[src/common/rec_macros.svh]
`ifndef REC_MACROS_SVH
`define REC_MACROS_SVH

// Recorder sizing
`define REC_WORD_BITS 32    // Bits per stored word
`define REC_DEPTH 16        // Words in the store
`define REC_ZERO_RUN 6      // Zero run that flags a hit

`endif
[src/common/recTypes_pkg.sv]
`include "rec_macros.svh"

package recTypes_pkg;

    typedef logic [`REC_WORD_BITS-1:0] recWordT;
    typedef logic [$clog2(`REC_DEPTH)-1:0] recAddrT;
    typedef logic [$clog2(`REC_DEPTH):0] recCountT;    // 0 to REC_DEPTH
    typedef logic [5:0] bitIndexT;                      // 0 to 32

    typedef enum logic {
        opCheck,
        opPlayback
    } cmdOpT;

    typedef enum logic [2:0] {
        sIdle,
        sRecord,
        sFlush,
        sScan,
        sPlayLoad,
        sPlay
    } recStateT;

    typedef struct packed {
        recWordT word;
        logic    last;      // Final stored word
    } playbackT;

endpackage

[src/design/recordMaster.sv]
`timescale 1ns/10ps

module recordMaster (
    input  logic                   clk,
    input  logic                   resetN,
    input  logic                   enable,
    input  logic                   samplePulse,
    input  logic                   dIn,
    input  logic                   cmdValid,
    input  recTypes_pkg::cmdOpT    cmdOp,
    output logic                   cmdReady,
    output logic                   outValid,
    input  logic                   outReady,
    output recTypes_pkg::playbackT playbackOut,
    output logic                   owTrue,
    output logic                   complete
);
    recTypes_pkg::recWordT wordData;
    recTypes_pkg::recWordT readWord;
    recTypes_pkg::recAddrT wordAddr;
    recTypes_pkg::recAddrT readIndex;

    logic wordWrite;
    logic storeWrite;
    logic flushDone;
    logic captureOn;
    logic flush;
    logic clearCount;
    logic clearIndex;
    logic advanceIndex;
    logic scanAdvance;
    logic scanStart;
    logic scanDone;
    logic lastRead;
    logic countEmpty;
    logic countFull;

    assign storeWrite = wordWrite && !countFull;    // Drop words past the store

    assign playbackOut.word = readWord;
    assign playbackOut.last = lastRead;

    recordControl control (
        .clk, .resetN, .enable, .cmdValid, .cmdOp, .cmdReady,
        .flushDone, .scanDone, .countEmpty, .lastRead, .outReady,
        .captureOn, .flush, .clearCount, .clearIndex, .advanceIndex,
        .scanStart, .outValid
    );

    wordCounter counter (
        .clk, .resetN, .clearCount, .wordWrite, .clearIndex,
        .advanceIndex(advanceIndex || scanAdvance),  // Playback or scan step
        .readIndex, .lastRead, .countEmpty, .countFull, .wordAddr
    );

    sampleShifter shifter (
        .clk, .resetN, .captureOn, .flush, .samplePulse, .dIn,
        .wordWrite, .wordData, .flushDone
    );

    wordStore store (
        .clk, .wordWrite(storeWrite), .wordAddr, .wordData,
        .readIndex, .readWord
    );

    zeroRunScanner scanner (
        .clk, .resetN, .clearCount, .scanStart, .readWord, .lastRead,
        .countEmpty, .scanAdvance, .scanDone, .owTrue, .complete
    );

endmodule

[src/detector/zeroRunScanner.sv]
`timescale 1ns/10ps
`include "rec_macros.svh"

module zeroRunScanner (
    input  logic                  clk,
    input  logic                  resetN,
    input  logic                  clearCount,
    input  logic                  scanStart,
    input  recTypes_pkg::recWordT readWord,
    input  logic                  lastRead,
    input  logic                  countEmpty,
    output logic                  scanAdvance,
    output logic                  scanDone,
    output logic                  owTrue,
    output logic                  complete
);
    localparam int RUN_BITS = $clog2(`REC_ZERO_RUN + 1);

    recTypes_pkg::recWordT  shiftReg;
    recTypes_pkg::bitIndexT bitsLeft;
    logic [RUN_BITS-1:0] runLen;        // Carries across word boundaries
    logic active;
    logic readWait;                     // First read still in flight
    logic finalWord;
    logic load;
    logic shifting;
    logic hit;

    assign load     = active && !readWait && !countEmpty && (bitsLeft == '0);
    assign shifting = active && (bitsLeft != '0);
    assign hit      = shifting && !shiftReg[0] && (runLen == RUN_BITS'(`REC_ZERO_RUN - 1));
    assign scanDone = active && (countEmpty || hit
                      || (shifting && finalWord && (bitsLeft == recTypes_pkg::bitIndexT'(1))));
    assign scanAdvance = load && !lastRead;     // Prefetch the next word

    always_ff @(posedge clk) begin
        if (!resetN) begin
            active   <= 1'b0;
            readWait <= 1'b0;
            bitsLeft <= '0;
            runLen   <= '0;
        end else if (scanStart) begin
            active   <= 1'b1;
            readWait <= 1'b1;
            bitsLeft <= '0;
            runLen   <= '0;
        end else if (scanDone) begin
            active   <= 1'b0;
            readWait <= 1'b0;
            bitsLeft <= '0;
        end else if (active) begin
            readWait <= 1'b0;
            if (load) begin
                bitsLeft <= recTypes_pkg::bitIndexT'(`REC_WORD_BITS);
            end else if (shifting) begin
                bitsLeft <= bitsLeft - recTypes_pkg::bitIndexT'(1);
                runLen   <= shiftReg[0] ? '0 : runLen + RUN_BITS'(1);
            end
        end
    end

    always_ff @(posedge clk) begin
        if (load) begin
            shiftReg  <= readWord;
            finalWord <= lastRead;
        end else if (shifting) begin
            shiftReg <= shiftReg >> 1;      // Bit 0 is the oldest sample
        end
    end

    // Status, cleared by a fresh recording or a new check
    always_ff @(posedge clk) begin
        if (!resetN || clearCount || scanStart) begin
            owTrue   <= 1'b0;
            complete <= 1'b0;
        end else if (scanDone) begin
            owTrue   <= hit;
            complete <= 1'b1;
        end
    end

endmodule

[src/recorder/wordStore.sv]
`timescale 1ns/10ps
`include "rec_macros.svh"

module wordStore (
    input  logic                  clk,
    input  logic                  wordWrite,
    input  recTypes_pkg::recAddrT wordAddr,
    input  recTypes_pkg::recWordT wordData,
    input  recTypes_pkg::recAddrT readIndex,
    output recTypes_pkg::recWordT readWord
);
    recTypes_pkg::recWordT mem [`REC_DEPTH];

    always_ff @(posedge clk) begin
        if (wordWrite) begin
            mem[wordAddr] <= wordData;
        end
    end

    // Registered read, data one cycle after the index
    always_ff @(posedge clk) begin
        readWord <= mem[readIndex];
    end

endmodule

[src/recorder/sampleShifter.sv]
`timescale 1ns/10ps
`include "rec_macros.svh"

module sampleShifter (
    input  logic                  clk,
    input  logic                  resetN,
    input  logic                  captureOn,
    input  logic                  flush,
    input  logic                  samplePulse,
    input  logic                  dIn,
    output logic                  wordWrite,
    output recTypes_pkg::recWordT wordData,
    output logic                  flushDone
);
    recTypes_pkg::bitIndexT fill;       // Bits held in the word
    recTypes_pkg::bitIndexT fillBase;
    logic capture;
    logic padding;

    assign capture   = captureOn && samplePulse;
    assign wordWrite = (fill == recTypes_pkg::bitIndexT'(`REC_WORD_BITS));
    assign fillBase  = wordWrite ? '0 : fill;     // Full word leaves this cycle
    assign padding   = flush && (fill != '0) && !wordWrite;

    // Empty flush ends at once, otherwise with the padded write
    assign flushDone = flush && ((fill == '0) || wordWrite);

    always_ff @(posedge clk) begin
        if (!resetN) begin
            fill <= '0;
        end else if (capture) begin
            fill <= fillBase + recTypes_pkg::bitIndexT'(1);
        end else if (padding) begin
            fill <= fill + recTypes_pkg::bitIndexT'(1);
        end else if (wordWrite) begin
            fill <= '0;
        end
    end

    // New bits enter at the top so the first sample ends in bit 0
    always_ff @(posedge clk) begin
        if (capture) begin
            wordData <= {dIn, wordData[`REC_WORD_BITS-1:1]};
        end else if (padding) begin
            wordData <= {1'b1, wordData[`REC_WORD_BITS-1:1]};   // Pad with ones
        end
    end

endmodule

[src/design/wordCounter.sv]
`timescale 1ns/10ps
`include "rec_macros.svh"

module wordCounter (
    input  logic                  clk,
    input  logic                  resetN,
    input  logic                  clearCount,
    input  logic                  wordWrite,
    input  logic                  clearIndex,
    input  logic                  advanceIndex,
    output recTypes_pkg::recAddrT readIndex,
    output logic                  lastRead,
    output logic                  countEmpty,
    output logic                  countFull,
    output recTypes_pkg::recAddrT wordAddr
);
    recTypes_pkg::recCountT wordCount;

    // Saturating count of stored words
    always_ff @(posedge clk) begin
        if (!resetN || clearCount) begin
            wordCount <= '0;
        end else if (wordWrite && !countFull) begin
            wordCount <= wordCount + recTypes_pkg::recCountT'(1);
        end
    end

    always_ff @(posedge clk) begin
        if (!resetN || clearIndex) begin
            readIndex <= '0;
        end else if (advanceIndex) begin
            readIndex <= readIndex + recTypes_pkg::recAddrT'(1);
        end
    end

    assign wordAddr   = wordCount[$bits(recTypes_pkg::recAddrT)-1:0];  // Next free slot
    assign countEmpty = (wordCount == '0);
    assign countFull  = (wordCount == recTypes_pkg::recCountT'(`REC_DEPTH));
    assign lastRead   = (recTypes_pkg::recCountT'(readIndex) + recTypes_pkg::recCountT'(1))
                        == wordCount;

endmodule

[src/design/recordControl.sv]
`timescale 1ns/10ps

module recordControl (
    input  logic                clk,
    input  logic                resetN,
    input  logic                enable,
    input  logic                cmdValid,
    input  recTypes_pkg::cmdOpT cmdOp,
    output logic                cmdReady,
    input  logic                flushDone,
    input  logic                scanDone,
    input  logic                countEmpty,
    input  logic                lastRead,
    input  logic                outReady,
    output logic                captureOn,
    output logic                flush,
    output logic                clearCount,
    output logic                clearIndex,
    output logic                advanceIndex,
    output logic                scanStart,
    output logic                outValid
);
    recTypes_pkg::recStateT state;
    recTypes_pkg::recStateT nextState;
    logic cmdTaken;

    // Commands only while idle with recording off
    assign cmdReady = (state == recTypes_pkg::sIdle) && !enable;
    assign cmdTaken = cmdReady && cmdValid;

    always_ff @(posedge clk) begin
        if (!resetN) begin
            state <= recTypes_pkg::sIdle;
        end else begin
            state <= nextState;
        end
    end

    always_comb begin
        nextState    = state;
        captureOn    = 1'b0;
        flush        = 1'b0;
        clearCount   = 1'b0;
        clearIndex   = 1'b0;
        advanceIndex = 1'b0;
        scanStart    = 1'b0;
        outValid     = 1'b0;
        unique case (state)
            recTypes_pkg::sIdle: begin
                if (enable) begin
                    clearCount = 1'b1;                  // Fresh recording
                    nextState  = recTypes_pkg::sRecord;
                end else if (cmdTaken) begin
                    clearIndex = 1'b1;
                    if (cmdOp == recTypes_pkg::opCheck) begin
                        scanStart = 1'b1;
                        nextState = recTypes_pkg::sScan;
                    end else if (!countEmpty) begin
                        nextState = recTypes_pkg::sPlayLoad;
                    end
                end
            end
            recTypes_pkg::sRecord: begin
                captureOn = enable;
                if (!enable) begin
                    nextState = recTypes_pkg::sFlush;
                end
            end
            recTypes_pkg::sFlush: begin
                flush = 1'b1;
                if (flushDone) begin
                    nextState = recTypes_pkg::sIdle;
                end
            end
            recTypes_pkg::sScan: begin
                if (scanDone) begin
                    nextState = recTypes_pkg::sIdle;
                end
            end
            recTypes_pkg::sPlayLoad: begin
                nextState = recTypes_pkg::sPlay;        // Store read in flight
            end
            recTypes_pkg::sPlay: begin
                outValid = 1'b1;
                if (outReady) begin
                    advanceIndex = 1'b1;
                    if (lastRead) begin
                        nextState = recTypes_pkg::sIdle;
                    end else begin
                        nextState = recTypes_pkg::sPlayLoad;
                    end
                end
            end
            default: begin
                nextState = recTypes_pkg::sIdle;
            end
        endcase
    end

endmodule

[config.mk]
export PLATFORM = sky130hd
export DESIGN_NAME = recordMaster
export DESIGN_NICKNAME = d
export VERILOG_FILES = /design/src/common/recTypes_pkg.sv /design/src/design/recordMaster.sv /design/src/detector/zeroRunScanner.sv /design/src/recorder/wordStore.sv /design/src/recorder/sampleShifter.sv /design/src/design/wordCounter.sv /design/src/design/recordControl.sv
export VERILOG_INCLUDE_DIRS = /design/src /design/src/common
export SDC_FILE = /design/constraint.sdc
export NUM_CORES = 1
export LEC_CHECK = 0
export BUFFER_PORTS_ARGS = -buffer_cell sky130_fd_sc_hd__buf_2
export CORE_MARGIN = 2
export CORE_UTILIZATION = 45
export CTS_CLUSTER_SIZE = 40
export DETAILED_ROUTE_END_ITERATION = 10
export SYNTH_ARGS = -nofsm -noshare
export SYNTH_HDL_FRONTEND = slang
export SYNTH_SLANG_ARGS = --single-unit
[constraint.sdc]
create_clock -name clk -period 4.4 [get_ports clk]
set_input_delay 0.22 -clock clk [delete_from_list [all_inputs] [get_ports clk]]
set_output_delay 0.22 -clock clk [all_outputs]
set_load 0.05 [all_outputs]
# Yosys cells after proc, flatten, opt, wreduce, memory -nomap -nowiden
# Memories as Yosys holds them, arrays and structs flattened. A register that Yosys moved wholly into a read port is not among the register bits.
# Index checks and enable logic that the tools add are counted.
# classes
add_sub_neg,7
n_eq_ne,16
mux,41
bitwise,3
n_reduce_logical,47
# op_table
op,n
$mux W32,4
$mux W3,10
$mux W6,5
$mux W1,21
$pmux W3 S6,1
$logic_and A1 B1 Y1,17
$add A6 B1 Y6 const B,2
$logic_not A6 Y1,2
$reduce_bool A6 Y1,2
$eq A3 B3 Y1 const B,3
$logic_not A1 Y1,8
$logic_or A1 B1 Y1,7
$eq A3 B2 Y1 const B,2
$eq A6 B1 Y1 const B,1
$eq A6 B6 Y1 const B,1
$reduce_and A6 Y1,1
$reduce_bool A2 Y1,3
$sub A6 B1 Y6 const B,1
$add A4 B1 Y5 const B,1
$add A5 B1 Y5 const B,1
$eq A5 B5 Y1,1
$eq A5 B5 Y1 const B,1
$logic_not A5 Y1,1
$add A4 B1 Y4 const B,1
13 further kinds,17
# word_totals
regBits,96
ram_bits,512
in_bits,8
output_inout_bits,37
elab_cells,128
n_memories,1
# mem_list
name,depth,width,rd,rd_ports_with_merged_regs,write_ports,line_no,text
store.mem,16,32,1,1,1,wordStore.sv:12,recTypes_pkg::recWordT mem [`REC_DEPTH];

# Longest topological paths before layout
# Gate-level depths: netlist of run 1.
# logic_depth
word_depth,9
mapped_depth,9
depth_no_buf,8

# Modules after synthesis
# A second synthesis of run 1 with hierarchy kept.
# hier_totals
hier_cells,1171
hier_area_um2,24207.0
# modules_own_cells
mod,n_inst,cells_per_inst,area_per_inst_um2,seq_area_each_um2
wordStore,1,838,19835.3,16015.4
zeroRunScanner,1,154,2120.8,1251.2
sampleShifter,1,77,1357.6,1081.0
wordCounter,1,60,563.0,180.2
recordControl,1,39,310.3,60.1
recordMaster,1,3,20.0,0.0

# Least setup slack after synthesis of run 1
# No wires, ideal clock.
# synth_timing
kind,register to register
from,reg shifter.fill[0]
to,mem store.mem[7][0] (netlist bit) (enable)
setup_time_ns,0.461
arrival_time_ns,3.458
required_ns,3.939
path_slack_ns,0.481
path_stages_with_launch,8
n_path_buf,1
synth_period_minus_slack_ns,3.919
path_cell_list,dfxtp_1 > inv_1 > ha_1 > nor4b_4 > and2_0 > buf_4 > nand2_1 > nor3_1
# synth_via
elab_chain_len,4
# synth_lines
item,line_no,text
from (decl),sampleShifter.sv:15,recTypes_pkg::bitIndexT fill;
from (signal assigned),sampleShifter.sv:32,fill <= fillBase + recTypes_pkg::bitIndexT'(1);
from (signal assigned),sampleShifter.sv:34,fill <= fill + recTypes_pkg::bitIndexT'(1);
$eq A6 B6 Y1,sampleShifter.sv:21,assign wordWrite = (fill == recTypes_pkg::bitIndexT'(`REC_WORD_BITS));
$logic_and A1 B1 Y1,recordMaster.sv:38,assign storeWrite = wordWrite && !countFull;
$mux W1,wordStore.sv:15,if (wordWrite) begin
$mux W1 (implied by the code),wordStore.sv:16,mem[wordAddr] <= wordData;
to (decl),wordStore.sv:12,
# No other way between the ends.

==> run_results.csv, run 1 <==
group,metric,value,unit
sta,finalCriticalPeriod,3320,ps
worst_hold_path,holdPathStages,3,
grt,grt_pass1_wl,73300,um
sta,relSlewSlack,20.9,%
clock_network,cts_tree,"yes",
detailed_routing,drc,0,
detailed_routing,met2_length,24200,um
die,initial_core_util,45.3,%
grt,antenna_found_initial,0,
placed_design,hpwl,26700,um
sta,hold_viol_final,0,
worst_setup_path,slowest_delay,950,ps
clock_network,post_cts_buffers,0,
sta,setup_tns,0,ps
power,pwr-share-comb,3.7,%
detailed_routing,wl_per_cell,24.3,um
worst_setup_path,cp.required,4180,ps
logic_synthesis,syn_inst,1163,
power,swShare,20.6,%
worst_setup_path,path_cells,"nand3_1 -> a211o_1 -> a211oi_2 -> buf_2",
sta,max_freq,301,MHz
worst_setup_path,cp_top_family,"flip-flops",
logic_synthesis,synth.distinct_cells,64,
detailed_routing,ant_nets,0,
layout,fin_area,0.0277,mm2
logic_synthesis,avgSynthCellArea,20.9,um2
worst_setup_path,cp_max_fo,41,
worst_setup_path,r2r-start,"shifter.fill[0]",
logic_synthesis,yosys_most_used_dff,"edfxtp_1",
layout,areaGrowthSynthToFinish,13.8,%
power,switchingPower,2690,uW
clock_network,max-clock-path-buffers,3,
worst_setup_path,worst_path_max_delay_cell,"dfxtp_4",
logic_synthesis,synth.ff_latch_count,640,
worst_setup_path,cp_num_buf_inv,1,
die,rows,85,
power,p_leak,0.00883,uW
worst_setup_path,ff2ff_path_depth,7,
sta,setup_viol,0,
clock_network,cts_max_level,3,
clock_network,cts_buffers,67,
power,p_per_area,470,mW/mm2
worst_setup_path,criticalPathCategory,"flop to output port",
power,power.share.clock,43.4,%
flow_run,cap_violations,0,
layout,final_nets,1276,
logic_synthesis,syn-cell-area,0.0244,mm2
worst_setup_path,cp_data_arrival_time,3100,ps
layout,n_antenna_cell,0,
detailed_routing,dr.pass1.iters,5,
worst_setup_path,worstSetupEndpointType,"output port",
sta,worst_pin_slew,1180,ps
logic_synthesis,async_flop_share,0,%
worst_hold_path,min_to,"scanner.active",
grt,gr-total-overflow,0,
clock_network,root_buffer,"clkbuf_16",
clock_network,cts_hold_buf,2,
clock_network,clock_latency,590,ps
status,status,"complete, no violations",
detailed_routing,drt-total-wl,48700,um
worst_setup_path,regToRegSetupSlack,1430,ps
detailed_routing,dr_wl_met3,2010,um
die,fp.dieArea,0.0560,mm2
layout,fillers,4175,
power,p_int,10300,uW
worst_setup_path,critPathLaunchType,"flop",
logic_synthesis,ys_seq_area_share,76.3,%
detailed_routing,first_iter_violations,794,
detailed_routing,routed.top_layer,"met4",
die,die_w,237,um
sta,slew_viol_final,0,
placed_design,gp_congestion,0.737,
grt,track_usage,17.8,%
worst_hold_path,holdCritStartpoint,"cmdValid",
power,vdd_ir_drop_max,0.226,mV
logic_synthesis,synth_fp_nets,1183,
sta,fin_skew,19.2,ps
logic_synthesis,ys_warn_count,0,
placed_design,port_buffers,44,
logic_synthesis,synth-edff-count,577,
power,power_frac_seq,52.8,%
clock_network,cts_resized,0,
grt,grt_max_degree,130,
sta,finalCritPeriodShare,75.5,%
sta,rsz0062_at_grt,"no",
die,ios,45,
clock_network,clk_pin_slew,60,ps
layout,drive_gt1_share,27.0,%
placed_design,place_area,0.0255,mm2
detailed_routing,vias_per_cell,5.53,
die,fp.dieH,237,um
worst_hold_path,min_path_type,"input pin to flop",
detailed_routing,vias,11100,
worst_setup_path,r2r_end,"store.mem[15][21]",
die,core_area,0.0537,mm2
clock_network,cts_sinks,640,
grt,grt_pass1_vias,11400,
detailed_routing,m1WireLength,21600,um
==> how the worst max path moves through the flow <==
| stage | slack (ps) | from | cells past startpoint | to |
|---|---|---|---|---|
| floorplan | 480 | shifter.fill[0] | 7 | store.mem[7][0] |
| global placement | 1410 | shifter.fill[0] | 6 | store.mem[13][18] |
| detailed placement | 1390 | shifter.fill[0] | 6 | store.mem[13][18] |
| CTS | 990 | counter.readIndex[2] | 4 | playbackOut[0] |
| global route | 860 | counter.readIndex[2] | 4 | playbackOut[0] |
| finish | 1080 | counter.readIndex[2] | 4 | playbackOut[0] |
==> metal layers <==
layer / global-route usage (%) / vias up
li1: - / 4926
met1: 24.5 / 5861
met2: 29.2 / 232
met3: 3.10 / 54
met4: 5.45 / 0
met5: 0 / -
==> registers in the layout, summed over array words and instances (netlist names) <==
register	count
scanner.bitsLeft	6
scanner.finalWord	1
scanner.runLen	3
shifter.wordData	32
shifter.fill	6
control.state	3
store.mem	512
counter.readIndex	4
scanner.active	1
counter.wordCount	5
scanner.complete	1
store.readWord	32
scanner.owTrue	1
scanner.shiftReg	32
scanner.readWait	1
==> worst reg2reg max path: stages, from the launching register on <==
cell and delay [ps]:
dfxtp_1 330, inv_1 80, ha_1 150, nor4b_4 390, and2_0 450, nand3_4 200
nor2_4 720, buf_4 350
==> placed cells by master, fill, tap and decap left out, types with 3 or more instances in the layout <==
cell type / instances
nor3_1: 5
xnor2_1: 6
clkbuf_8: 6
nor2b_1: 5
mux4_1: 15
nand2_1: 114
dfxtp_1: 59
buf_4: 25
and2_1: 5
buf_2: 44
nor2_1: 28
xor2_1: 6
mux2i_1: 7
clkinv_2: 13
clkbuf_16: 71
a21o_1: 3
dfxtp_4: 3
and3b_1: 3
o21a_1: 4
ha_1: 12
nor2_4: 5
nor3_2: 8
clkinvlp_4: 4
inv_1: 15
o2111ai_1: 3
o21ai_0: 9
bufinv_16: 6
nand3_1: 8
a21oi_1: 15
nand2b_1: 4
and3_2: 3
edfxtp_1: 577
clkbuf_1: 12
clkinv_1: 5
mux4_2: 144
==> power by group through the flow <==
stage | Clock (uW) | Sequential, uW | Combinational [uW]
final | 5660 | 6880 | 487
after CTS | 5790 | 6890 | 499
after global routing | 6020 | 6900 | 530
after floorplan | 0 | 6990 | 371
after detailed placement | 0 | 7010 | 496
after global placement | 0 | 7000 | 496
==> area by class of cell <==
class / instances / area, um2 / area share, %
clock inverter: 30 / 317 / 1.14
timing repair buffer: 73 / 468 / 1.69
sequential: 640 / 18600 / 67.1
multi-input combinational: 457 / 5480 / 19.8
inverter: 17 / 63.8 / 0.230
clock buffer: 89 / 1900 / 6.87
tap: 696 / 871 / 3.14
==> through the flow <==
stage / total power, uW / cells / utilization, % / hold slack (ps) / setup slack (ps)
2_1_floorplan: 7360 / 1163 / - / 363 / 481
3_3_place_gp: 7500 / 1881 / 47.4 / 460 / 1410
3_5_place_dp: 7510 / 1881 / 47.4 / 476 / 1390
4_1_cts: 13200 / 2002 / 51.6 / 18.9 / 986
5_1_grt: 13500 / 2002 / 51.6 / 59.9 / 859
6_report: 13000 / 2002 / 51.6 / 51.0 / 1080
==> cell usage after synthesis, types with 2 or more instances <==
library cell  instances  area share [%]
a211o_1               2           0.072
a211oi_1              2           0.062
a21boi_0              2           0.062
a21o_1                3           0.092
a21oi_1              15            0.31
and2_1                5            0.13
and3_1                4            0.10
and3b_1               3            0.11
buf_1                10            0.15
buf_2                11            0.23
buf_4                 2           0.062
buf_6                11            0.51
clkbuf_1             14            0.22
dfxtp_1              63             5.2
edfxtp_1            577              71
ha_1                 12            0.62
inv_1                16            0.25
mux2i_1               7            0.29
mux4_1               15             1.6
mux4_2              144              13
nand2_1             114             1.8
nand2b_1              4            0.10
nand3_1               8            0.16
nand3b_1              2           0.062
nand4_1               2           0.051
nor2_1               33            0.51
nor2b_1               5            0.13
nor3_1               13            0.27
nor3b_1               2           0.062
o2111ai_1             3            0.11
o211a_1               2           0.082
o211ai_1              2           0.062
o21a_1                4            0.12
o21ai_0               9            0.18
or3_1                 2           0.051
or4b_1                2           0.082
xnor2_1               6            0.22
xor2_1                6            0.22
==> logic make-up after synthesis <==
| family | share of synthesized area (%) |
|---|---|
| flops | 76.3 |
| simple gates | 4.22 |
| mux | 15.2 |
| buf+inv | 1.51 |
| compound gates | 1.66 |
| xor+xnor | 0.432 |
| fa+ha+maj | 0.617 |
Note: power is estimated with default switching activity, not from simulation.
==> inputs of run 2 (changes only) <==
--- a/config.mk
+++ b/config.mk
@@ -6,6 +6,7 @@
 export SDC_FILE = /design/constraint.sdc
 export NUM_CORES = 1
 export LEC_CHECK = 0
+export ABC_AREA = 1
 export BUFFER_PORTS_ARGS = -buffer_cell sky130_fd_sc_hd__buf_2
 export CORE_MARGIN = 2
 export CORE_UTILIZATION = 45
==> constraint.sdc (replaced) <==
create_clock -name clk -period 3.5 [get_ports clk]
set_input_delay 0.175 -clock clk [delete_from_list [all_inputs] [get_ports clk]]
set_output_delay 0.175 -clock clk [all_outputs]
set_load 0.05 [all_outputs]
==> run_results.csv, run 2 <==
group,metric,value,unit
logic_synthesis,synth_fp_nets,1881,
sta,whs,40.4,ps
sta,max_freq,345,MHz
logic_synthesis,synth_top_area_share,70.3,%
clock_network,cts_tree,"yes",
clock_network,cts_buffers,61,
detailed_routing,first_iter_violations,1707,
worst_setup_path,worstSetupEndpointType,"output port",
worst_setup_path,regToRegSetupSlack,690,ps
logic_synthesis,synthAdderAreaFrac,0.609,%
clock_network,root_buffer,"clkbuf_16",
sta,slew_viol_final,0,
logic_synthesis,synth_most_common_cell,"edfxtp_1",
worst_setup_path,r2r-start,"shifter.fill[0]",
clock_network,cts_hold_buf,6,
logic_synthesis,async_flop_share,0,%
placed_design,hpwl,33400,um
flow_run,cap_violations,0,
logic_synthesis,synth.ff_latch_count,640,
logic_synthesis,ys_warn_count,0,
layout,multi_input_area,0.00543,mm2
sta,setup_viol,0,
sta,hold_viol_final,0,
grt,grt_max_degree,158,
logic_synthesis,yosys_most_used_dff,"edfxtp_1",
layout,largest_reg_flops,512,
clock_network,cts_resized,0,
logic_synthesis,synth_mux_area_share,0,%
worst_setup_path,cp_data_arrival_time,2720,ps
placed_design,port_buffers,44,
power,p_per_area,585,mW/mm2
grt,antenna_found_initial,3,
grt,grt_pass1_wl,90300,um
sta,rsz0062_at_grt,"no",
worst_setup_path,cp.required,3320,ps
sta,finalWorstSetupSlack,603,ps
layout,n_antenna_cell,0,
worst_hold_path,min_path_type,"input pin to flop",
grt,track_usage,21.1,%
logic_synthesis,syn_inst,1861,
layout,fillers,4542,
worst_hold_path,holdCritStartpoint,"samplePulse",
worst_setup_path,cp_max_fo,157,
logic_synthesis,syn-cell-area,0.0246,mm2
grt,grt_pass1_vias,14900,
die,fp.dieH,238,um
logic_synthesis,synth_top_family_by_area,"compound AO/OA/AOI/OAI gates",
placed_design,pre_cts_ws,696,ps
logic_synthesis,synth.area.top_cells,"edfxtp_1 (70%), o21ai_0 (5.2%), dfxtp_1 (5.1%)",
logic_synthesis,yosys.area_share.simple,9.72,%
layout,areaGrowthSynthToFinish,12.8,%
detailed_routing,vias,15300,
grt,gr-total-overflow,0,
status,status,"complete, no violations",
sta,finalCritPeriodShare,82.8,%
worst_hold_path,holdPathStages,5,
die,rows,85,
logic_synthesis,yosys-top-cells-count,"edfxtp_1 (577), nor2_1 (295), o21ai_0 (257), nand2_1 (195), o221ai_1 (109)",
clock_network,clk_pin_slew,60,ps
logic_synthesis,synth_compound_area_share,11.1,%
detailed_routing,dr.pass1.iters,5,
detailed_routing,wl_per_cell,22.6,um
layout,largest-register,"store.mem",
detailed_routing,drt-total-wl,59900,um
power,p_leak,0.00930,uW
worst_setup_path,criticalPathCategory,"flop to output port",
clock_network,clock_latency,630,ps
die,core_area,0.0540,mm2
layout,layout_commonest_cell,"edfxtp_1",
clock_network,post_cts_buffers,0,
layout,layout_common_cells,"edfxtp_1 (577), nor2_1 (284), o21ai_0 (257)",
detailed_routing,ant_nets,0,
worst_hold_path,min_to,"shifter.fill[0]",
clock_network,cts_sinks,640,
worst_setup_path,ff2ff_path_depth,9,
clock_network,max-clock-path-buffers,3,
die,ios,45,
layout,seqCellArea,0.0186,mm2
layout,final_nets,1926,
die,fp.dieArea,0.0567,mm2
sta,finalCriticalPeriod,2900,ps
placed_design,gp_congestion,0.844,
detailed_routing,vias_per_cell,5.75,
power,vdd_ir_drop_max,0.377,mV
logic_synthesis,synth.distinct_cells,33,
die,initial_core_util,45.6,%
sta,relSlewSlack,29.4,%
die,die_w,238,um
clock_network,cts_max_level,2,
logic_synthesis,ys_seq_area_share,75.4,%
layout,drive_gt1_share,11.3,%
sta,setup_tns,0,ps
logic_synthesis,synth-xor-area-share,0.173,%
logic_synthesis,synth-edff-count,577,
logic_synthesis,avgSynthCellArea,13.2,um2
sta,worst_pin_slew,1060,ps
worst_setup_path,critPathLaunchType,"flop",
sta,fin_skew,20.4,ps
logic_synthesis,synth_top_area_cell,"edfxtp_1",
detailed_routing,drc,0,
worst_setup_path,r2r_end,"store.mem[6][8]",
[run 2: changes by cell type after synthesis, moves of 19 or more]
cell / change
o21ai_0: +248
inv_1: +32
nor2_1: +262
o221ai_1: +109
mux4_2: -144
nand2_1: +81
nand3_1: +62
buf_2: +26
clkbuf_1: +50
o22ai_1: +19
[run 2: through the flow]
step | cell area (um2) | instances | power [uW] | util, %
after floorplan | 24600 | 1861 | 9470 | -
after global placement | 25800 | 2533 | 9860 | 47.7
after detailed placement | 25800 | 2533 | 9880 | 47.7
after CTS | 27800 | 2653 | 16400 | 51.5
after global routing | 27800 | 2653 | 16800 | 51.5
final | 27800 | 2653 | 16200 | 51.5
[run 2: layout make-up]
| class | instances | area share, % |
|---|---|---|
| Tap cell | 696 | 3.13 |
| Timing Repair Buffer | 96 | 2.61 |
| Inverter | 52 | 0.720 |
| Sequential cell | 640 | 66.9 |
| Clock inverter | 34 | 1.18 |
| Multi-Input combinational cell | 1055 | 19.5 |
| Clock buffer | 80 | 5.93 |
[run 2: worst max-delay path, cell delays in order (launching register included)]
cell and delay [ps]:
dfxtp_4 390, buf_12 400, ha_1 350, inv_1 60, nand2_1 90, nand2_1 70, nand2_1 60, nand3_1 70
nor2_2 140, nand2_4 80, inv_1 90, buf_2 270
[run 2: how the worst max path moves through the flow]
stage	to	cells after the start	from	slack (ps)
floorplan	store.mem[8][0]	6	counter.wordCount[0]	-270
global placement	store.mem[5][22]	9	shifter.fill[0]	750
detailed placement	store.mem[6][22]	9	shifter.fill[0]	700
CTS	playbackOut[0]	11	counter.readIndex[0]	460
global route	playbackOut[0]	11	counter.readIndex[0]	350
finish	playbackOut[0]	11	counter.readIndex[0]	600
[run 2: routing by layer]
metal	global-route usage, %	share of wire [%]	vias up
li1	-	-	6984
met1	29.8	43	7617
met2	34.2	48	554
met3	2.96	6.8	95
met4	6.27	2.3	0
met5	0	0	-
[run 2: cell families (layout without fill, tap and decap cells)]
group / count (synthesis) / after routing
AND/OR/NAND/NOR: 590 / 590
flip-flops: 640 / 640
adder cells (fa/ha/maj): 12 / 12
XOR/XNOR: 4 / 4
buffers and inverters: 166 / 262
AO/OA/AOI/OAI: 449 / 449
[run 2: power breakdown]
part	total [uW]	switching [uW]	internal (uW)
clock	6520	2780	3750
combinational	1000	764	237
sequential	8730	226	8500
total	16200	3770	12500
